[src/hdl/rv_decoder_pkg.sv]
`default_nettype none

package rv_decoder_pkg;

    localparam int XLEN       = 32;
    localparam int REG_ADDR_W = 5;

    // number of execute stages a decoded instruction occupies
    localparam logic [2:0] EXE_STAGES_ALU = 3'd1;
    localparam logic [2:0] EXE_STAGES_MUL = 3'd4;

    // branch func3 codes
    localparam logic [2:0] F3_BEQ  = 3'b000;
    localparam logic [2:0] F3_BNE  = 3'b001;
    localparam logic [2:0] F3_BLT  = 3'b100;
    localparam logic [2:0] F3_BGE  = 3'b101;
    localparam logic [2:0] F3_BLTU = 3'b110;
    localparam logic [2:0] F3_BGEU = 3'b111;

    // alu func3 codes where MUL shares F3_ADD_SUB
    localparam logic [2:0] F3_ADD_SUB = 3'b000;
    localparam logic [2:0] F3_SLL     = 3'b001;
    localparam logic [2:0] F3_SLT     = 3'b010;
    localparam logic [2:0] F3_SLTU    = 3'b011;
    localparam logic [2:0] F3_XOR     = 3'b100;
    localparam logic [2:0] F3_SRL_SRA = 3'b101;
    localparam logic [2:0] F3_OR      = 3'b110;
    localparam logic [2:0] F3_AND     = 3'b111;

    localparam logic [6:0] F7_ALU_NORMAL   = 7'b0000000;
    localparam logic [6:0] F7_ALU_MODIFIED = 7'b0100000;
    localparam logic [6:0] F7_MUL          = 7'b0000001;

    typedef logic [XLEN-1:0]       word_t;
    typedef logic [REG_ADDR_W-1:0] reg_addr_t;

    // fields laid out as in the R-type format
    typedef struct packed {
        logic [6:0] func7;
        reg_addr_t  rs2;
        reg_addr_t  rs1;
        logic [2:0] func3;
        reg_addr_t  rd;
        logic [6:0] opcode;
    } instr_t;

    typedef enum logic [6:0] {
        OP_ALU_I  = 7'b0010011,
        OP_ALU    = 7'b0110011,
        OP_LUI    = 7'b0110111,
        OP_AUIPC  = 7'b0010111,
        OP_LW     = 7'b0000011,
        OP_SW     = 7'b0100011,
        OP_BRANCH = 7'b1100011,
        OP_JAL    = 7'b1101111
    } opcode_t;

    typedef enum logic [3:0] {
        CLASS_ALU_IMM,
        CLASS_ALU_REG,
        CLASS_OTHER,
        CLASS_ILLEGAL
    } op_class_t;

    typedef enum logic [3:0] {ADD, SUB, SLL, SLT, SLTU, XOR, SRL, SRA, OR, AND} alu_op_t;

    typedef enum logic {RS1, PC} src_a_t;
    typedef enum logic {RS2, IMM} src_b_t;

    typedef enum logic [1:0] {ALU, MEM, PC_4} wb_origin_t;

    typedef enum logic [2:0] {BNONE, BEQ, BNE, BLT, BGE, BLTU, BGEU, JUMP} jump_kind_t;

    typedef struct packed {
        logic       write_enable;
        src_a_t     rs1_or_pc;
        src_b_t     rs2_or_imm;
        wb_origin_t wb_origin;
        logic       store_to_mem;
        jump_kind_t jump_kind;
    } ctrl_fields_t;

    // x0 + x0 without write for every illegal encoding
    localparam ctrl_fields_t CTRL_NOP = '{
        write_enable: 1'b0,
        rs1_or_pc:    RS1,
        rs2_or_imm:   RS2,
        wb_origin:    ALU,
        store_to_mem: 1'b0,
        jump_kind:    BNONE
    };

    typedef struct packed {
        word_t        pc;
        instr_t       instr;
        reg_addr_t    addr_rs1;
        reg_addr_t    addr_rs2;
        reg_addr_t    addr_rd;
        alu_op_t      alu_op;
        logic         is_mul;
        logic [2:0]   exe_stages;
        ctrl_fields_t ctrl;
    } decoded_instr_t;

endpackage

`default_nettype wire

[src/hdl/alu_op_decoder.sv]
`timescale 1ns/100ps
`default_nettype none

module alu_op_decoder
    import rv_decoder_pkg::*;
(
    input  op_class_t  op_class_i,
    input  logic [2:0] func3_i,
    input  logic [6:0] func7_i,
    output alu_op_t    alu_op_o,
    output logic       is_mul_o,
    output logic [2:0] exe_stages_o,
    output logic       func_legal_o
);

    logic is_alu_class;
    logic is_shift;

    assign is_alu_class = (op_class_i == CLASS_ALU_IMM) || (op_class_i == CLASS_ALU_REG);
    assign is_shift     = (func3_i == F3_SLL) || (func3_i == F3_SRL_SRA);

    always_comb begin
        alu_op_o     = ADD;
        is_mul_o     = 1'b0;
        exe_stages_o = EXE_STAGES_ALU;
        func_legal_o = 1'b1;

        if (is_alu_class) begin
            // operation implied by func3 with a normal func7
            case (func3_i)
                F3_ADD_SUB: alu_op_o = ADD;
                F3_SLL:     alu_op_o = SLL;
                F3_SLT:     alu_op_o = SLT;
                F3_SLTU:    alu_op_o = SLTU;
                F3_XOR:     alu_op_o = XOR;
                F3_SRL_SRA: alu_op_o = SRL;
                F3_OR:      alu_op_o = OR;
                default:    alu_op_o = AND;
            endcase

            if (op_class_i == CLASS_ALU_REG) begin
                if (func3_i == F3_ADD_SUB && func7_i == F7_MUL) begin
                    is_mul_o     = 1'b1;
                    exe_stages_o = EXE_STAGES_MUL;
                end else if (func3_i == F3_ADD_SUB && func7_i == F7_ALU_MODIFIED) begin
                    alu_op_o = SUB;
                end else if (func3_i == F3_SRL_SRA && func7_i == F7_ALU_MODIFIED) begin
                    alu_op_o = SRA;
                end else if (func7_i != F7_ALU_NORMAL) begin
                    func_legal_o = 1'b0;
                end
            end else if (is_shift) begin
                // upper bits of an immediate form are immediate except for shifts
                if (func3_i == F3_SRL_SRA && func7_i == F7_ALU_MODIFIED) begin
                    alu_op_o = SRA;
                end else if (func7_i != F7_ALU_NORMAL) begin
                    func_legal_o = 1'b0;
                end
            end
        end
    end

endmodule

`default_nettype wire

[src/hdl/opcode_ctrl_decoder.sv]
`timescale 1ns/100ps
`default_nettype none

module opcode_ctrl_decoder
    import rv_decoder_pkg::*;
(
    input  instr_t       instr_i,
    output op_class_t    op_class_o,
    output ctrl_fields_t ctrl_o
);

    always_comb begin
        op_class_o          = CLASS_OTHER;
        ctrl_o.write_enable = 1'b1;
        ctrl_o.rs1_or_pc    = RS1;
        ctrl_o.rs2_or_imm   = IMM;
        ctrl_o.wb_origin    = ALU;
        ctrl_o.store_to_mem = 1'b0;
        ctrl_o.jump_kind    = BNONE;

        case (instr_i.opcode)
            OP_ALU_I: begin
                op_class_o = CLASS_ALU_IMM;
            end
            OP_ALU: begin
                op_class_o        = CLASS_ALU_REG;
                ctrl_o.rs2_or_imm = RS2;
            end
            OP_LUI: begin
                // rs1 is dropped to x0 later, so this is 0 + imm
                ctrl_o.rs1_or_pc = RS1;
            end
            OP_AUIPC: begin
                ctrl_o.rs1_or_pc = PC;
            end
            OP_LW: begin
                ctrl_o.wb_origin = MEM;
            end
            OP_SW: begin
                ctrl_o.write_enable = 1'b0;
                ctrl_o.store_to_mem = 1'b1;
            end
            OP_BRANCH: begin
                // target is pc + imm while the comparison uses rs1 and rs2
                ctrl_o.write_enable = 1'b0;
                ctrl_o.rs1_or_pc    = PC;
                case (instr_i.func3)
                    F3_BEQ:  ctrl_o.jump_kind = BEQ;
                    F3_BNE:  ctrl_o.jump_kind = BNE;
                    F3_BLT:  ctrl_o.jump_kind = BLT;
                    F3_BGE:  ctrl_o.jump_kind = BGE;
                    F3_BLTU: ctrl_o.jump_kind = BLTU;
                    F3_BGEU: ctrl_o.jump_kind = BGEU;
                    // never taken and never writes, so it behaves as a NOP
                    default: ctrl_o.jump_kind = BNONE;
                endcase
            end
            OP_JAL: begin
                ctrl_o.rs1_or_pc = PC;
                ctrl_o.wb_origin = PC_4;
                ctrl_o.jump_kind = JUMP;
            end
            default: begin
                op_class_o = CLASS_ILLEGAL;
                ctrl_o     = CTRL_NOP;
            end
        endcase
    end

endmodule

`default_nettype wire

[src/hdl/rv_decoder.sv]
`timescale 1ns/100ps
`default_nettype none

module rv_decoder
    import rv_decoder_pkg::*;
(
    input  logic           clk_i,
    input  logic           reset_i,
    input  logic           valid_i,
    input  word_t          pc_i,
    input  instr_t         instr_i,
    output logic           valid_o,
    output decoded_instr_t decoded_o
);

    op_class_t      op_class;
    ctrl_fields_t   ctrl_raw;
    ctrl_fields_t   ctrl_final;
    alu_op_t        alu_op_raw;
    alu_op_t        alu_op_final;
    logic           is_mul;
    logic [2:0]     exe_stages;
    logic           func_legal;
    reg_addr_t      addr_rs1;
    reg_addr_t      addr_rs2;
    reg_addr_t      addr_rd;
    decoded_instr_t decoded_d;

    opcode_ctrl_decoder i_opcode_ctrl_decoder (
        .instr_i    (instr_i),
        .op_class_o (op_class),
        .ctrl_o     (ctrl_raw)
    );

    alu_op_decoder i_alu_op_decoder (
        .op_class_i   (op_class),
        .func3_i      (instr_i.func3),
        .func7_i      (instr_i.func7),
        .alu_op_o     (alu_op_raw),
        .is_mul_o     (is_mul),
        .exe_stages_o (exe_stages),
        .func_legal_o (func_legal)
    );

    source_reg_filter i_source_reg_filter (
        .instr_i      (instr_i),
        .op_class_i   (op_class),
        .func_legal_i (func_legal),
        .ctrl_i       (ctrl_raw),
        .alu_op_i     (alu_op_raw),
        .ctrl_o       (ctrl_final),
        .alu_op_o     (alu_op_final),
        .addr_rs1_o   (addr_rs1),
        .addr_rs2_o   (addr_rs2),
        .addr_rd_o    (addr_rd)
    );

    always_comb begin
        decoded_d.pc         = pc_i;
        decoded_d.instr      = instr_i;
        decoded_d.addr_rs1   = addr_rs1;
        decoded_d.addr_rs2   = addr_rs2;
        decoded_d.addr_rd    = addr_rd;
        decoded_d.alu_op     = alu_op_final;
        decoded_d.is_mul     = is_mul;
        decoded_d.exe_stages = exe_stages;
        decoded_d.ctrl       = ctrl_final;
    end

    // bundle only updates on a strobe and holds otherwise
    always_ff @(posedge clk_i) begin
        if (reset_i) begin
            valid_o   <= 1'b0;
            decoded_o <= '0;
        end else begin
            valid_o <= valid_i;
            if (valid_i) begin
                decoded_o <= decoded_d;
            end
        end
    end

endmodule

`default_nettype wire

[src/hdl/source_reg_filter.sv]
`timescale 1ns/100ps
`default_nettype none

module source_reg_filter
    import rv_decoder_pkg::*;
(
    input  instr_t       instr_i,
    input  op_class_t    op_class_i,
    input  logic         func_legal_i,
    input  ctrl_fields_t ctrl_i,
    input  alu_op_t      alu_op_i,
    output ctrl_fields_t ctrl_o,
    output alu_op_t      alu_op_o,
    output reg_addr_t    addr_rs1_o,
    output reg_addr_t    addr_rs2_o,
    output reg_addr_t    addr_rd_o
);

    logic make_nop;
    logic cond_branch;
    logic is_lui_like;

    assign make_nop    = (op_class_i == CLASS_ILLEGAL) || !func_legal_i;
    assign cond_branch = (ctrl_i.jump_kind != BNONE) && (ctrl_i.jump_kind != JUMP);
    assign is_lui_like = (op_class_i == CLASS_OTHER) && (ctrl_i.rs1_or_pc == RS1) &&
                         ctrl_i.write_enable && (ctrl_i.wb_origin == ALU) &&
                         !ctrl_i.store_to_mem && (ctrl_i.jump_kind == BNONE);

    always_comb begin
        ctrl_o     = ctrl_i;
        alu_op_o   = alu_op_i;
        addr_rs1_o = instr_i.rs1;
        addr_rs2_o = instr_i.rs2;
        addr_rd_o  = instr_i.rd;

        if (make_nop) begin
            ctrl_o     = CTRL_NOP;
            alu_op_o   = ADD;
            addr_rs1_o = '0;
            addr_rs2_o = '0;
            addr_rd_o  = '0;
        end else begin
            // unread sources go to x0 so hazard logic sees no false dependency
            if ((ctrl_i.rs1_or_pc == PC && !cond_branch) || is_lui_like) begin
                addr_rs1_o = '0;
            end
            if (ctrl_i.rs2_or_imm == IMM && !ctrl_i.store_to_mem && !cond_branch) begin
                addr_rs2_o = '0;
            end
        end
    end

endmodule

`default_nettype wire

[config.mk]
export PLATFORM = sky130hd
export DESIGN_NAME = rv_decoder
export DESIGN_NICKNAME = d
export VERILOG_FILES = /design/src/hdl/rv_decoder_pkg.sv /design/src/hdl/alu_op_decoder.sv /design/src/hdl/opcode_ctrl_decoder.sv /design/src/hdl/rv_decoder.sv /design/src/hdl/source_reg_filter.sv
export SDC_FILE = /design/constraint.sdc
export NUM_CORES = 1
export LEC_CHECK = 0
export BUFFER_PORTS_ARGS = -buffer_cell sky130_fd_sc_hd__buf_2
export CORE_UTILIZATION = 50
export CTS_BUF_LIST = sky130_fd_sc_hd__clkbuf_8
export DETAILED_ROUTE_END_ITERATION = 8
export HOLD_SLACK_MARGIN = 0.12
export PLACE_DENSITY = 0.81
export RECOVER_POWER = 50
export SKIP_CTS_REPAIR_TIMING = 1
export SLEW_MARGIN = 5
export SYNTH_ARGS = -nofsm -noshare
export SYNTH_HDL_FRONTEND = slang
export SYNTH_SLANG_ARGS = --single-unit
[constraint.sdc]
create_clock -name clk_i -period 2.7 [get_ports clk_i]
set_input_delay 0.27 -clock clk_i [delete_from_list [all_inputs] [get_ports clk_i]]
set_output_delay 0.27 -clock clk_i [all_outputs]
set_load 0.02 [all_outputs]
# Word level (Yosys, flattened, before mapping)
# Cells that the tools add are included.
# op_classes
eq_ne,21
n_mux,35
bitwise_logic,1
reduce_logical,29
# op_table
operator,n
$eq A7 B6 Y1 const B,4
$mux W4,7
$pmux W4 S7,1
$mux W5,5
$pmux W3 S6,1
$eq A7 B5 Y1 const B,2
$eq A7 B7 Y1 const B,2
$mux W1,14
$eq A3 B3 Y1 const B,4
$logic_and A1 B1 Y1,12
$reduce_or A6 Y1,2
$mux W3,3
$mux W9,1
$eq A7 B1 Y1 const B,1
$eq A7 B2 Y1 const B,1
$reduce_bool A7 Y1,1
$reduce_or A7 Y1,1
$eq A3 B2 Y1 const B,2
$logic_not A3 Y1,2
$pmux W2 S3,1
$pmux W3 S2,1
$eq A2 B2 Y1 const B,2
$logic_not A4 Y1,1
$logic_or A1 B1 Y1,4
9 further kinds,11
# word_totals
ff_bits,97
inputBits,67
output_inout_bits,97
wordCells,106

# Longest topological paths before layout
# logic_depth
ltp_word,12
mapped_depth,8
ltp_nobuf,5

# By module
# Synthesis repeated with hierarchy kept, for this count alone.
# unflattened
hier_cells,433
area_unflattened_um2,4212.8
# by_module_without_submodules
module,instances,cells_each,area_per_inst_um2,seq_area_each_um2
rv_decoder,1,312,3429.5,1941.9
source_reg_filter,1,49,340.3,0.0
opcode_ctrl_decoder,1,40,235.2,0.0
alu_op_decoder,1,32,207.7,0.0

# Least setup slack after synthesis
# OpenSTA, ideal clock, no wires.
# synth_path
kind,in2reg
from,input instr_i[3] (netlist name)
to,register decoded_o[9] (netlist name)
setup_time_ns,0.116
arrival_ns,1.507
required_ns,2.584
slack_ns,1.076
stages,6
path_buffers,2
cell_sequence,buf_4 > nor4bb_1 > buf_4 > nand3_1 > or4_4 > o211a_1
# synth_via
elab_chain_cells,6
word_cells_on_any_way,15
classes_between,eq/ne: 9; mux: 3; reduce/logical: 3
# synth_lines
item,line_no,text
from (decl),rv_decoder.sv:11,"input instr_t instr_i,"
$eq A7 B6 Y1 (tied with other cells),opcode_ctrl_decoder.sv:21,case (instr_i.opcode)
$reduce_or A6 Y1 (no line),n/a,
$pmux W2 S3 *,opcode_ctrl_decoder.sv:21,
$eq A2 B1 Y1 or $logic_not A4 Y1 (tied branches),"alu_op_decoder.sv:19, alu_op_decoder.sv:41",
$mux W3 or $logic_or A1 B1 Y1 (tied branches),"alu_op_decoder.sv:41, alu_op_decoder.sv:19",
$mux W3 *,alu_op_decoder.sv:28,if (is_alu_class) begin
to (signal assigned),rv_decoder.sv:78,decoded_o <= decoded_d;
to (decl),rv_decoder.sv:13,output decoded_instr_t decoded_o
# Every way passes the cells marked *; elsewhere a longest branch is shown, timed or not.
# A chain may end at the register's enable or synchronous reset.

==> reports/qor.yml <==
status:
  outcome: "finished clean"
grt:
  overflow: 0
  grt_start_max_net_pins: 79
  first_global_vias: 3048
  antenna_found_initial: 0
  grt_usage_pct: 22.9
  grt_pass1_wl_mm: 14.0
clocking:
  cts_tree: "done"
  ctsLongestPathBuffers: 2
  path_clk_slew_ps: 90
  clock_latency_ps: 350
  cts_made_buffers: 9
  ctsHtreeMaxLevel: 3
  cts.sinks: 95
  cts-root-buf: "clkbuf_8"
synthesis:
  ys.flop_type: "dfxtp_1"
  ys_seq_area_share_pct: 49.5
  synthDistinctLibCells: 49
  async_reset_ff_share_pct: 0
  ys_seq_elements: 95
  syn-num-nets: 471
  netlist_instances: 404
  syn_area_sq_um: 3840
  syn_avg_cell_area_sq_um: 9.50
  synth_edf_count: 0
  synth_warnings: 0
job:
  maxCapViolCount: 0
placement:
  dp_hpwl_mm: 6.75
  routabilityCongestion: 0.857
  io_buffers: 162
  dp_slack_ps: 719
sta:
  max_freq_mhz: 497
  setup_viol: 0
  finalMaxSlewViolations: 0
  timing.final.ws_setup_ps: 688
  layout_min_cycle_time_ps: 2010
  maxSlewHeadroom_pct: 27.1
  timing_hold_violations_final: 0
  worst_slew_pin_slew_ps: 1090
  finClkSkew_ps: 0
  post-route-period-util_pct: 74.5
  finalSetupTns_ps: 0
  rsz0062_at_grt: "no"
pwr:
  p_leak_nw: 2.32
  ir_drop_uv: 394
  power_density_nw_per_um2: 614
critical_path:
  cp-end-kind: "flip-flop"
  arrival_ps: 2220
  critical_path.startpoint_type: "input port"
  crit_fanout: 35
  path_class: "input port to flip-flop"
  worstPathRequired_ps: 2910
detailed_routing:
  drc_errors: 0
  first_pass_iters: 4
  vias: 3323
  ant_nets: 0
  wl_mm: 9.19
  wl_per_cell_microns: 14.1
  avgViaCountPerCell: 5.09
  initialDrtViolationCount: 144
min_path:
  holdCritPathClass: "input port to flip-flop"
floorplanning:
  core_area_sq_um: 7330
  die_x_microns: 89.6
  rows: 31
  start_util_pct: 52.4
  io_pins: 164
  dieHeight_microns: 89.6
  die_area_sq_um: 8030
final_layout:
  layout-drive-gt1-share_pct: 28.2
  antenna_cells: 0
  layout.nets: 617
  n_fill_cell: 627
  syn_to_final_growth_pct: 26.0
## registers in the layout (all words and copies together), names as in the netlist
name / cells
valid_o: 1
decoded_o: 94
## metal layers
layer / vias up / global-route usage [%] / routed length (microns)
li1: 1664 / - / -
met1: 1513 / 27.7 / 4060
met2: 131 / 38.6 / 4260
met3: 15 / 7.13 / 700
met4: 0 / 8.23 / 166
met5: - / 0 / 0
## final timing paths
path / start / to / slack (ps) / depth (start not counted)
max: valid_i / decoded_o[87]$_SDFFE_PP0P_ / 690 / 4
min reg2reg: decoded_o[19]$_SDFFE_PP0P_ / decoded_o[19]$_SDFFE_PP0P_ / 460 / 2
min: pc_i[26] / decoded_o[90]$_SDFFE_PP0P_ / 150 / 3
max reg2reg: decoded_o[26]$_SDFFE_PP0P_ / decoded_o[26]$_SDFFE_PP0P_ / 1920 / 2
## cells in the mapped netlist (all sizes together) (2+ instances only)
| cell | number | area, sq um |
|---|---|---|
| mux2i | 60 | 601 |
| a21oi | 19 | 103 |
| o21ai | 6 | 33.8 |
| nand3 | 3 | 15.0 |
| nor2 | 70 | 263 |
| o31ai | 16 | 120 |
| clkbuf | 13 | 48.8 |
| and3 | 3 | 20.0 |
| nand2b | 11 | 68.8 |
| buf | 19 | 108 |
| nand4 | 4 | 31.3 |
| nor2b | 10 | 62.6 |
| a41o | 5 | 55.1 |
| or2 | 2 | 12.5 |
| and2 | 7 | 43.8 |
| inv | 7 | 26.3 |
| nand2 | 30 | 113 |
| xnor2 | 3 | 26.3 |
| nor4b | 2 | 23.8 |
| dfxtp | 95 | 1900 |
## critical path, cell delays in order
cell and delay, ps:
clkbuf_1 630, clkbuf_2 950, mux2i_1 280, nor2_1 60
## power by group
group	internal, mW	leakage (nW)	switching, mW
clock network	0.610	0.119	0.471
logic	0.151	1.42	0.247
registers	1.46	0.779	0.0296
total	2.22	2.32	0.748
## layout make-up
| type | count | area (sq um) | area share (%) |
|---|---|---|---|
| Sequential cell | 95 | 1900 | 39.3 |
| Inverter | 7 | 26.3 | 0.543 |
| Tap cell | 99 | 124 | 2.56 |
| Multi-Input combinational cell | 270 | 1760 | 36.3 |
| Clock inverter | 6 | 109 | 2.25 |
| Clock buffer | 9 | 124 | 2.56 |
| Timing Repair Buffer | 167 | 795 | 16.4 |
## through the flow
step                      hold WS [ps]  total power [mW]  area [sq um]  util (%)  instances
final                              150              2.97          4840      66.0        653
after global routing               132              3.10          4840      66.0        653
after CTS                          135              3.00          4890      66.7        653
after detailed placement           439              1.93          4660      63.5        638
after global placement             431              1.92          4660      63.5        638
after floorplan                    414              1.78          3840         -        404
## cell usage in the layout (no fill, tap or decap), drive strengths merged, types with 10 or more instances in the layout
cell / synthesis / final
buf: 19 / 125
dfxtp: 95 / 95
nor2: 70 / 70
mux2i: 60 / 60
clkbuf: 13 / 51
nand2: 30 / 30
a21oi: 19 / 19
o31ai: 16 / 16
nand2b: 11 / 11
nor2b: 10 / 10
## logic make-up after synthesis
group | share of synthesized area [%]
simple gates | 18.4
flops | 49.5
mux | 15.6
compound gates | 10.7
buf+inv | 4.76
xor+xnor | 0.913
other cells | 0.0977
(Power assumes the default switching activity.)
